### config.mk
export PLATFORM = sky130hd
export DESIGN_NAME = cu_vertex_spmv
export DESIGN_NICKNAME = d
export VERILOG_FILES = /design/src/spmv_pkg.sv /design/src/sync_fifo.sv /design/src/vertex_control_fsm.sv /design/src/edge_counter.sv /design/src/read_command_port.sv /design/src/sum_accumulator.sv /design/src/cu_vertex_spmv.sv
export SDC_FILE = /design/constraint.sdc
export NUM_CORES = 2
export LEC_CHECK = 0
export BUFFER_PORTS_ARGS = -buffer_cell sky130_fd_sc_hd__buf_2
export CORE_MARGIN = 3
export CORE_UTILIZATION = 40
export DETAILED_ROUTE_END_ITERATION = 10
export GPL_ROUTABILITY_DRIVEN = 0
export SETUP_SLACK_MARGIN = 0.5
export SYNTH_ARGS = -nofsm -noshare
export SYNTH_HDL_FRONTEND = slang
export SYNTH_SLANG_ARGS = --single-unit
### constraint.sdc
create_clock -name clock -period 4.6 [get_ports clock]
set_input_delay 0.23 -clock clock [delete_from_list [all_inputs] [get_ports clock]]
set_output_delay 0.23 -clock clock [all_outputs]
set_load 0.005 [all_outputs]
### src/spmv_pkg.sv
////////////////////////////////////////////////////////////////////////////
// Shared definitions for the vertex SpMV compute unit
// Width types, vertex job, read command and result structs
// Controller state encoding
////////////////////////////////////////////////////////////////////////////

package spmv_pkg;

	////////////////////////////////////////////////////////////////////////////
	// Width types
	////////////////////////////////////////////////////////////////////////////

	// Vertex number
	typedef logic [15:0] vertex_id_t;

	// Edge array index, also used directly as the read address
	typedef logic [23:0] edge_idx_t;

	// Out-degree of one vertex
	typedef logic [7:0] degree_t;

	// Fixed point edge data word
	typedef logic [31:0] edge_data_t;

	// Running totals
	typedef logic [31:0] edge_total_t;
	typedef logic [15:0] vertex_total_t;

	////////////////////////////////////////////////////////////////////////////
	// Structs
	////////////////////////////////////////////////////////////////////////////

	// One vertex job, 48 bits
	typedef struct packed {
		vertex_id_t vertex_id;
		edge_idx_t  edges_idx;
		degree_t    out_degree;
	} vertex_job_t;

	// Edge data read command, 40 bits
	typedef struct packed {
		edge_idx_t  address;
		vertex_id_t vertex_id;
	} read_cmd_t;

	// Per vertex result, 48 bits
	typedef struct packed {
		vertex_id_t vertex_id;
		edge_data_t sum;
	} vertex_result_t;

	// Vertex controller states
	typedef enum logic [2:0] {
		IDLE,
		LOAD,
		ISSUE,
		DRAIN,
		WRITE
	} ctrl_state_t;

endpackage

### src/sync_fifo.sv
////////////////////////////////////////////////////////////////////////////
// Synchronous FIFO on a register array
// Registered full, almost-full and empty flags, registered read port
////////////////////////////////////////////////////////////////////////////

`timescale 1ns/1ps

module sync_fifo #(
	parameter int WIDTH = 8,
	parameter int DEPTH = 16
) (
	input  logic             clock,
	input  logic             rstn,
	input  logic             push,
	input  logic [WIDTH-1:0] data_in,
	input  logic             pop,
	output logic [WIDTH-1:0] data_out,
	output logic             full,
	output logic             almost_full,
	output logic             empty
);

	localparam int PTR_W = (DEPTH > 1) ? $clog2(DEPTH) : 1;
	localparam int CNT_W = $clog2(DEPTH + 1);

	logic [WIDTH-1:0] mem [DEPTH];
	logic [PTR_W-1:0] wr_ptr;
	logic [PTR_W-1:0] rd_ptr;
	logic [CNT_W-1:0] count;
	logic [CNT_W-1:0] count_next;
	logic             push_ok;
	logic             pop_ok;

	assign push_ok = push && !full;
	assign pop_ok  = pop && !empty;

	always_comb begin
		count_next = count;
		if (push_ok && !pop_ok) begin
			count_next = count + 1'b1;
		end else if (pop_ok && !push_ok) begin
			count_next = count - 1'b1;
		end
	end

	// Pointers, occupancy and flags; flags follow the next count so they
	// line up with the occupancy in every cycle
	always_ff @(posedge clock or negedge rstn) begin
		if (!rstn) begin
			wr_ptr      <= '0;
			rd_ptr      <= '0;
			count       <= '0;
			empty       <= 1'b1;
			full        <= 1'b0;
			// Held high so nothing is offered before reset ends
			almost_full <= 1'b1;
		end else begin
			if (push_ok) begin
				wr_ptr <= (wr_ptr == PTR_W'(DEPTH - 1)) ? '0 : wr_ptr + 1'b1;
			end
			if (pop_ok) begin
				rd_ptr <= (rd_ptr == PTR_W'(DEPTH - 1)) ? '0 : rd_ptr + 1'b1;
			end
			count       <= count_next;
			empty       <= (count_next == '0);
			full        <= (count_next == CNT_W'(DEPTH));
			almost_full <= (count_next >= CNT_W'(DEPTH - 1));
		end
	end

	// Storage and read register; the popped entry shows on the next cycle
	always_ff @(posedge clock) begin
		if (push_ok) begin
			mem[wr_ptr] <= data_in;
		end
		if (pop_ok) begin
			data_out <= mem[rd_ptr];
		end
	end

endmodule

### src/vertex_control_fsm.sv
////////////////////////////////////////////////////////////////////////////
// Vertex controller
// Pops a job, issues one read per edge, waits for the data, writes result
////////////////////////////////////////////////////////////////////////////

`timescale 1ns/1ps

module vertex_control_fsm (
	input  logic                  clock,
	input  logic                  rstn,
	input  spmv_pkg::vertex_job_t head_job,
	input  logic                  buf_empty,
	input  logic                  cmd_almost_full,
	input  logic                  issue_done,
	input  logic                  return_done,
	output logic                  buf_pop,
	output logic                  clear_counts,
	output logic                  issue_edge,
	output logic                  write_result,
	output spmv_pkg::vertex_job_t job
);

	import spmv_pkg::*;

	ctrl_state_t state;
	ctrl_state_t state_next;

	always_ff @(posedge clock or negedge rstn) begin
		if (!rstn) begin
			state <= IDLE;
		end else begin
			state <= state_next;
		end
	end

	always_comb begin
		state_next = state;
		case (state)
			IDLE: begin
				if (!buf_empty) begin
					state_next = LOAD;
				end
			end
			LOAD: begin
				state_next = ISSUE;
			end
			// Degree zero is done on entry and falls through to DRAIN
			ISSUE: begin
				if (issue_done) begin
					state_next = DRAIN;
				end
			end
			// return_done already counts a strobe in this cycle
			DRAIN: begin
				if (return_done) begin
					state_next = WRITE;
				end
			end
			WRITE: begin
				state_next = IDLE;
			end
			default: begin
				state_next = IDLE;
			end
		endcase
	end

	////////////////////////////////////////////////////////////////////////////
	// Control strobes
	////////////////////////////////////////////////////////////////////////////

	assign buf_pop      = (state == IDLE) && !buf_empty;
	assign clear_counts = (state == LOAD);
	assign write_result = (state == WRITE);

	// One command per cycle, held off while the command buffer is nearly full
	assign issue_edge = (state == ISSUE) && !issue_done && !cmd_almost_full;

	// Popped job shows at the buffer output during LOAD
	always_ff @(posedge clock) begin
		if (state == LOAD) begin
			job <= head_job;
		end
	end

endmodule

### src/edge_counter.sv
////////////////////////////////////////////////////////////////////////////
// Issue and return counters for the vertex in progress
// Completion flags against the vertex out-degree
////////////////////////////////////////////////////////////////////////////

`timescale 1ns/1ps

module edge_counter (
	input  logic              clock,
	input  logic              rstn,
	input  logic              clear_counts,
	input  logic              issue_edge,
	input  logic              edge_data_valid,
	input  spmv_pkg::degree_t out_degree,
	output spmv_pkg::degree_t issue_index,
	output logic              issue_done,
	output logic              return_done
);

	import spmv_pkg::*;

	degree_t                   issue_count;
	degree_t                   return_count;
	logic [$bits(degree_t):0] returned_now;

	always_ff @(posedge clock or negedge rstn) begin
		if (!rstn) begin
			issue_count  <= '0;
			return_count <= '0;
		end else if (clear_counts) begin
			issue_count  <= '0;
			return_count <= '0;
		end else begin
			if (issue_edge) begin
				issue_count <= issue_count + 1'b1;
			end
			if (edge_data_valid) begin
				return_count <= return_count + 1'b1;
			end
		end
	end

	// Next command goes to edge number issue_count
	assign issue_index = issue_count;
	assign issue_done  = (issue_count == out_degree);

	// Includes a strobe arriving this cycle, so the last word ends the vertex
	// without waiting for the count register
	assign returned_now = {1'b0, return_count} +
		{{$bits(degree_t){1'b0}}, edge_data_valid};
	assign return_done  = (returned_now == {1'b0, out_degree});

endmodule

### src/read_command_port.sv
////////////////////////////////////////////////////////////////////////////
// Edge read command port
// Address formation, command buffer, bus request and command output
////////////////////////////////////////////////////////////////////////////

`timescale 1ns/1ps

module read_command_port #(
	parameter int CMD_BUF_DEPTH = 16
) (
	input  logic                  clock,
	input  logic                  rstn,
	input  logic                  issue_edge,
	input  spmv_pkg::vertex_job_t job,
	input  spmv_pkg::degree_t     issue_index,
	input  logic                  read_command_bus_grant,
	output logic                  read_command_bus_request,
	output spmv_pkg::read_cmd_t   read_command_out,
	output logic                  read_command_valid,
	output logic                  cmd_almost_full
);

	import spmv_pkg::*;

	read_cmd_t new_cmd;
	logic      cmd_pop;
	logic      cmd_empty;

	// Edge i of the vertex sits at edges_idx + i
	assign new_cmd.address   = job.edges_idx + edge_idx_t'(issue_index);
	assign new_cmd.vertex_id = job.vertex_id;

	////////////////////////////////////////////////////////////////////////////
	// Command buffer
	////////////////////////////////////////////////////////////////////////////

	sync_fifo #(
		.WIDTH($bits(read_cmd_t)),
		.DEPTH(CMD_BUF_DEPTH    )
	) cmd_buffer (
		.clock      (clock           ),
		.rstn       (rstn            ),
		.push       (issue_edge      ),
		.data_in    (new_cmd         ),
		.pop        (cmd_pop         ),
		.data_out   (read_command_out),
		.full       (                ),
		.almost_full(cmd_almost_full ),
		.empty      (cmd_empty       )
	);

	////////////////////////////////////////////////////////////////////////////
	// Bus request and grant
	////////////////////////////////////////////////////////////////////////////

	assign read_command_bus_request = !cmd_empty;

	// A grant with nothing requested is dropped
	assign cmd_pop = read_command_bus_grant && read_command_bus_request;

	// Popped command leaves the buffer read register one cycle after the grant
	always_ff @(posedge clock or negedge rstn) begin
		if (!rstn) begin
			read_command_valid <= 1'b0;
		end else begin
			read_command_valid <= cmd_pop;
		end
	end

endmodule

### src/sum_accumulator.sv
////////////////////////////////////////////////////////////////////////////
// Fixed point sum of returned edge data
// Result pulse per vertex, running vertex and edge totals
////////////////////////////////////////////////////////////////////////////

`timescale 1ns/1ps

module sum_accumulator (
	input  logic                     clock,
	input  logic                     rstn,
	input  logic                     clear_counts,
	input  logic                     edge_data_valid,
	input  logic                     write_result,
	input  spmv_pkg::edge_data_t     edge_data_in,
	input  spmv_pkg::vertex_id_t     vertex_id,
	output spmv_pkg::vertex_result_t vertex_result_out,
	output logic                     vertex_result_valid,
	output spmv_pkg::vertex_total_t  vertex_num_counter,
	output spmv_pkg::edge_total_t    edge_num_counter
);

	import spmv_pkg::*;

	edge_data_t sum;

	////////////////////////////////////////////////////////////////////////////
	// Running sum and result payload
	////////////////////////////////////////////////////////////////////////////

	// Wraps modulo 2^32
	always_ff @(posedge clock) begin
		if (clear_counts || write_result) begin
			sum <= '0;
		end else if (edge_data_valid) begin
			sum <= sum + edge_data_in;
		end
		if (write_result) begin
			vertex_result_out.vertex_id <= vertex_id;
			vertex_result_out.sum       <= sum;
		end
	end

	////////////////////////////////////////////////////////////////////////////
	// Result strobe and totals
	////////////////////////////////////////////////////////////////////////////

	always_ff @(posedge clock or negedge rstn) begin
		if (!rstn) begin
			vertex_result_valid <= 1'b0;
			vertex_num_counter  <= '0;
			edge_num_counter    <= '0;
		end else begin
			vertex_result_valid <= write_result;
			if (write_result) begin
				vertex_num_counter <= vertex_num_counter + 1'b1;
			end
			// Every returned word counts, whatever vertex it belongs to
			if (edge_data_valid) begin
				edge_num_counter <= edge_num_counter + 1'b1;
			end
		end
	end

endmodule

### src/cu_vertex_spmv.sv
////////////////////////////////////////////////////////////////////////////
// Vertex SpMV compute unit, top level
// Vertex job buffer, controller, edge counters, read port, accumulator
////////////////////////////////////////////////////////////////////////////

`timescale 1ns/1ps

module cu_vertex_spmv #(
	parameter int VERTEX_BUF_DEPTH = 32,
	parameter int CMD_BUF_DEPTH    = 16
) (
	input  logic                     clock,
	input  logic                     rstn,
	input  spmv_pkg::vertex_job_t    vertex_job,
	input  logic                     vertex_job_valid,
	output logic                     vertex_job_request,
	input  logic                     read_command_bus_grant,
	output logic                     read_command_bus_request,
	output spmv_pkg::read_cmd_t      read_command_out,
	output logic                     read_command_valid,
	input  spmv_pkg::edge_data_t     edge_data_in,
	input  logic                     edge_data_valid,
	output spmv_pkg::vertex_result_t vertex_result_out,
	output logic                     vertex_result_valid,
	output spmv_pkg::vertex_total_t  vertex_num_counter,
	output spmv_pkg::edge_total_t    edge_num_counter
);

	import spmv_pkg::*;

	vertex_job_t head_job;
	vertex_job_t job;
	degree_t     issue_index;
	logic        vbuf_almost_full;
	logic        vbuf_empty;
	logic        buf_pop;
	logic        clear_counts;
	logic        issue_edge;
	logic        write_result;
	logic        issue_done;
	logic        return_done;
	logic        cmd_almost_full;

	// Room for one more job after the request drops
	assign vertex_job_request = !vbuf_almost_full;

	sync_fifo #(
		.WIDTH($bits(vertex_job_t)),
		.DEPTH(VERTEX_BUF_DEPTH   )
	) vertex_buffer (
		.clock(clock), .rstn(rstn),
		.push(vertex_job_valid), .data_in(vertex_job),
		.pop(buf_pop), .data_out(head_job),
		.full(), .almost_full(vbuf_almost_full), .empty(vbuf_empty)
	);

	vertex_control_fsm u_control (
		.clock(clock), .rstn(rstn),
		.head_job(head_job), .buf_empty(vbuf_empty),
		.cmd_almost_full(cmd_almost_full),
		.issue_done(issue_done), .return_done(return_done),
		.buf_pop(buf_pop), .clear_counts(clear_counts),
		.issue_edge(issue_edge), .write_result(write_result),
		.job(job)
	);

	edge_counter u_counter (
		.clock(clock), .rstn(rstn),
		.clear_counts(clear_counts), .issue_edge(issue_edge),
		.edge_data_valid(edge_data_valid), .out_degree(job.out_degree),
		.issue_index(issue_index),
		.issue_done(issue_done), .return_done(return_done)
	);

	read_command_port #(
		.CMD_BUF_DEPTH(CMD_BUF_DEPTH)
	) u_read_port (
		.clock(clock), .rstn(rstn),
		.issue_edge(issue_edge), .job(job), .issue_index(issue_index),
		.read_command_bus_grant(read_command_bus_grant),
		.read_command_bus_request(read_command_bus_request),
		.read_command_out(read_command_out),
		.read_command_valid(read_command_valid),
		.cmd_almost_full(cmd_almost_full)
	);

	sum_accumulator u_accum (
		.clock(clock), .rstn(rstn),
		.clear_counts(clear_counts), .edge_data_valid(edge_data_valid),
		.write_result(write_result), .edge_data_in(edge_data_in),
		.vertex_id(job.vertex_id),
		.vertex_result_out(vertex_result_out),
		.vertex_result_valid(vertex_result_valid),
		.vertex_num_counter(vertex_num_counter),
		.edge_num_counter(edge_num_counter)
	);

endmodule

==> metrics <==
drt drc 0; Setup Fix Bufs, Post-CTS 0; layout net count between 4000 and 5000; PortBufs roughly 220; Fin Clk Skew 0.0558 ns; CTS Sinks 2496; Netlist cell types 70; Internal 0.0487 W; drt wl/cell 28.3 um; critical path arrival roughly 4.6 ns; Final min period 3.77 ns; Leak 36.1 nW; synth warn 0; GRT Max-Usage Layer met2; syn avg cell area 22.8 sq um; root buffer cell clkbuf_16; sw frac 28.2%; vias in the first global route around 46000; # IOs around 230; layout overhead on the synthesized area 16.4%; Die ar. around 0.25 sq mm; cell area after layout 0.112 sq mm; largest net degree at the start of global routing 95; Cells after Synth 4208; combinational power share 25.0%; overall routed net length about 230000 um; Via density roughly 5.5; Post-synth EDFFs 2360; crit share post-route 82.0%; RSZ-0062 raised after global routing no; Sw Pwr around 0.019 W; M1 GR Usage roughly a quarter; Max Fclk 265 MHz; Cells after DPL 7567; Req. time, crit path 5.38 ns; Fillers 19500; pwr dens 607 mW/mm^2; Max-slew headroom 10.2%; DP HPWL between 100000 and 150000 um; register clock-pin slew on the reported worst setup and hold paths 0.05 ns; antenna violations before repair 22; CP Capture Type register; Initial DRT Pass Iterations 5; Worst-Margin Slew ~1.3 ns; Seq pwr share approximately 44%; remaining global-route overflow 0; fin. max-slew vios 0; row cnt 179; DRT iter0 DRCs about 4300; Yosys reg bits 2496; met2 Resource Use GR 30.6%; Final Non-Filler Cells 8135; Top FF cell, synth edfxtp_1; Cell Area, Synth 0.0960 sq mm; die width 496 um; asr flop ratio synth 4.17%; CP max FO 5; dpl cell area between 0.1 and 0.15 sq mm; Tot GR Track Use 18.8%; worst vdd ir 0.365 mV; final hold vios 0; via count 44900; max cap viols 0; met3 usage 3.47%; clock share of power 30.8%; final setup vio count 0; first-pass GRT wire length 332000 um; Num CTS Buffers 279; DRT antenna net count 0; CTS tree yes; sequential element share of the synthesized area 77.2%; Placeable Area 0.238 sq mm; CP startpoint kind register; final worst slack 0.827 ns; Die Span Y between 400 and 500 um; Post-Place Worst Slack 0.922 ns; share of layout cells above drive strength 1 31.1%; Setup CP Type register to register; Mapped Nets 4356; clock buffer depth 4; status finished, final reports clean; worst skew pair latency 0.90 ns; htree depth 5; Initial Util 40.3%; worst hold path type input pin to register
-- layer usage --
| metal | part of all wire, % | routed length (um) |
|---|---|---|
| met2 | 49 | 114000 |
| met1 | 42 | 96000 |
| met3 | 6.1 | 14100 |
| met4 | 2.9 | 6650 |
| met5 | 0.018 | 42 |
-- registers in the layout (all words and copies together), names as in the netlist, 6 cells and up --
signal,count
u_accum.vertex_result_out,48
u_accum.sum,32
vertex_buffer.data_out,48
u_counter.issue_index,8
u_control.job,48
u_accum.edge_num_counter,32
u_read_port.cmd_buffer.data_out,40
u_read_port.cmd_buffer.mem,640
vertex_buffer.count,6
vertex_buffer.mem,1536
u_accum.vertex_num_counter,16
u_counter.return_count,8
-- Yosys cell counts (all sizes together), types with 43 or more instances --
cell type / instances / share of area (%)
nor2: 127 / 0.50
buf: 60 / 0.27
dfrtp: 100 / 2.6
nand2: 80 / 0.32
xor2: 43 / 0.39
xnor2: 88 / 0.81
mux2: 52 / 0.61
edfxtp: 2360 / 74
mux4: 680 / 16
nand3: 55 / 0.29
clkbuf: 120 / 0.47
ha: 61 / 0.80
-- worst paths after layout --
check / from / end / slack [ns] / cells past startpoint
setup / recovery: u_accum.sum[0]$_SDFFE_PP0P_ / u_accum.sum[30]$_SDFFE_PP0P_ / 0.83 / 14
hold / removal: edge_data_in[2] / u_accum.sum[2]$_SDFFE_PP0P_ / 0.07 / 5
setup reg to reg: u_accum.sum[0]$_SDFFE_PP0P_ / u_accum.sum[30]$_SDFFE_PP0P_ / 0.83 / 14
hold reg to reg: vertex_buffer.data_out[34]$_DFFE_PP_ / u_control.job[34]$_DFFE_PN_ / 0.43 / 0
max in group asynchronous: rstn / u_read_port.cmd_buffer.rd_ptr[1]$_DFFE_PN0P_ / 3.39 / 4
min in group asynchronous: rstn / vertex_buffer.empty$_DFF_PN1_ / 0.49 / 3
-- cell families after synthesis --
| kind of cell | count (synthesis) | share of synthesized area (%) |
|---|---|---|
| compound gates | 151 | 1.03 |
| flops | 2496 | 77.2 |
| simple gates | 389 | 1.99 |
| mux | 756 | 16.8 |
| buf+inv | 222 | 0.906 |
| xor+xnor | 131 | 1.20 |
| fa+ha+maj | 63 | 0.837 |
-- cell usage in the layout (no fill, tap or decap), drive strengths merged, types with 17 or more instances in the layout --
cell | synthesis | layout
dfrtp | 100 | 100
clkbuf | 120 | 353
inv | 42 | 47
a21o | 21 | 21
clkinv | 0 | 88
dfxtp | 32 | 32
mux2i | 24 | 24
buf | 60 | 373
xor2 | 43 | 43
nand4 | 17 | 17
a21oi | 41 | 41
nand3 | 55 | 55
nor3 | 18 | 18
and3 | 21 | 21
ha | 61 | 61
o21ai | 42 | 42
dlygate4sd3 | 0 | 90
bufinv | 0 | 17
xnor2 | 88 | 88
mux2 | 52 | 52
nor2 | 127 | 127
edfxtp | 2360 | 2360
mux4 | 680 | 680
nand2 | 80 | 80
-- area by class of cell --
type | count | area, sq um | area share, %
clock buffers | 353 | 7450 | 6.67
inverters | 42 | 159 | 0.142
diodes | 7 | 17.5 | 0.0157
multi-input cells | 1490 | 21300 | 19.1
flip-flops and latches | 2496 | 74100 | 66.3
clock inverters | 117 | 992 | 0.888
well taps | 3167 | 3960 | 3.55
repair buffers | 463 | 3700 | 3.31
-- metrics by stage --
step                setup TNS [ns]  util (%)  total power, W  hold WS (ns)
CTS                              0      46.9          0.0687      0.000860
detailed placement               0      43.0          0.0476         0.221
floorplan                   -59.02         -          0.0412       -0.0656
global route                     0      46.9          0.0707        0.0842
finish                           0      46.9          0.0678        0.0697
global placement                 0      43.0          0.0474         0.217
-- power by group through the flow --
stage	Clock, W	Combinational, W	Sequential [W]
2_1_floorplan	0	0.0120	0.0292
3_3_place_gp	0	0.0169	0.0305
3_5_place_dp	0	0.0170	0.0306
4_1_cts	0.0213	0.0172	0.0301
5_1_grt	0.0222	0.0182	0.0303
6_report	0.0209	0.0169	0.0300
-- repair_timing --
item                                   4_1_cts  5_1_grt
setup endpoints to repair                    0       49
gates resized for setup                      0        4
endpoints found under the hold margin     1685        0
hold buffers                                91        0
-- worst max-delay path, cell delays in order, from the launching register on --
cell,delay (ns)
dfxtp_1,0.35
ha_1,0.20
inv_1,0.06
fa_1,0.39
nor2b_1,0.12
o21ai_0,0.12
a21boi_0,0.32
o211ai_1,0.17
a31oi_2,0.35
a211oi_1,0.13
nor2_1,0.36
o221ai_1,0.21
mux2i_1,0.14
dlygate4sd3_1,0.56
a31o_2,0.21
(Power assumes the default switching activity.)
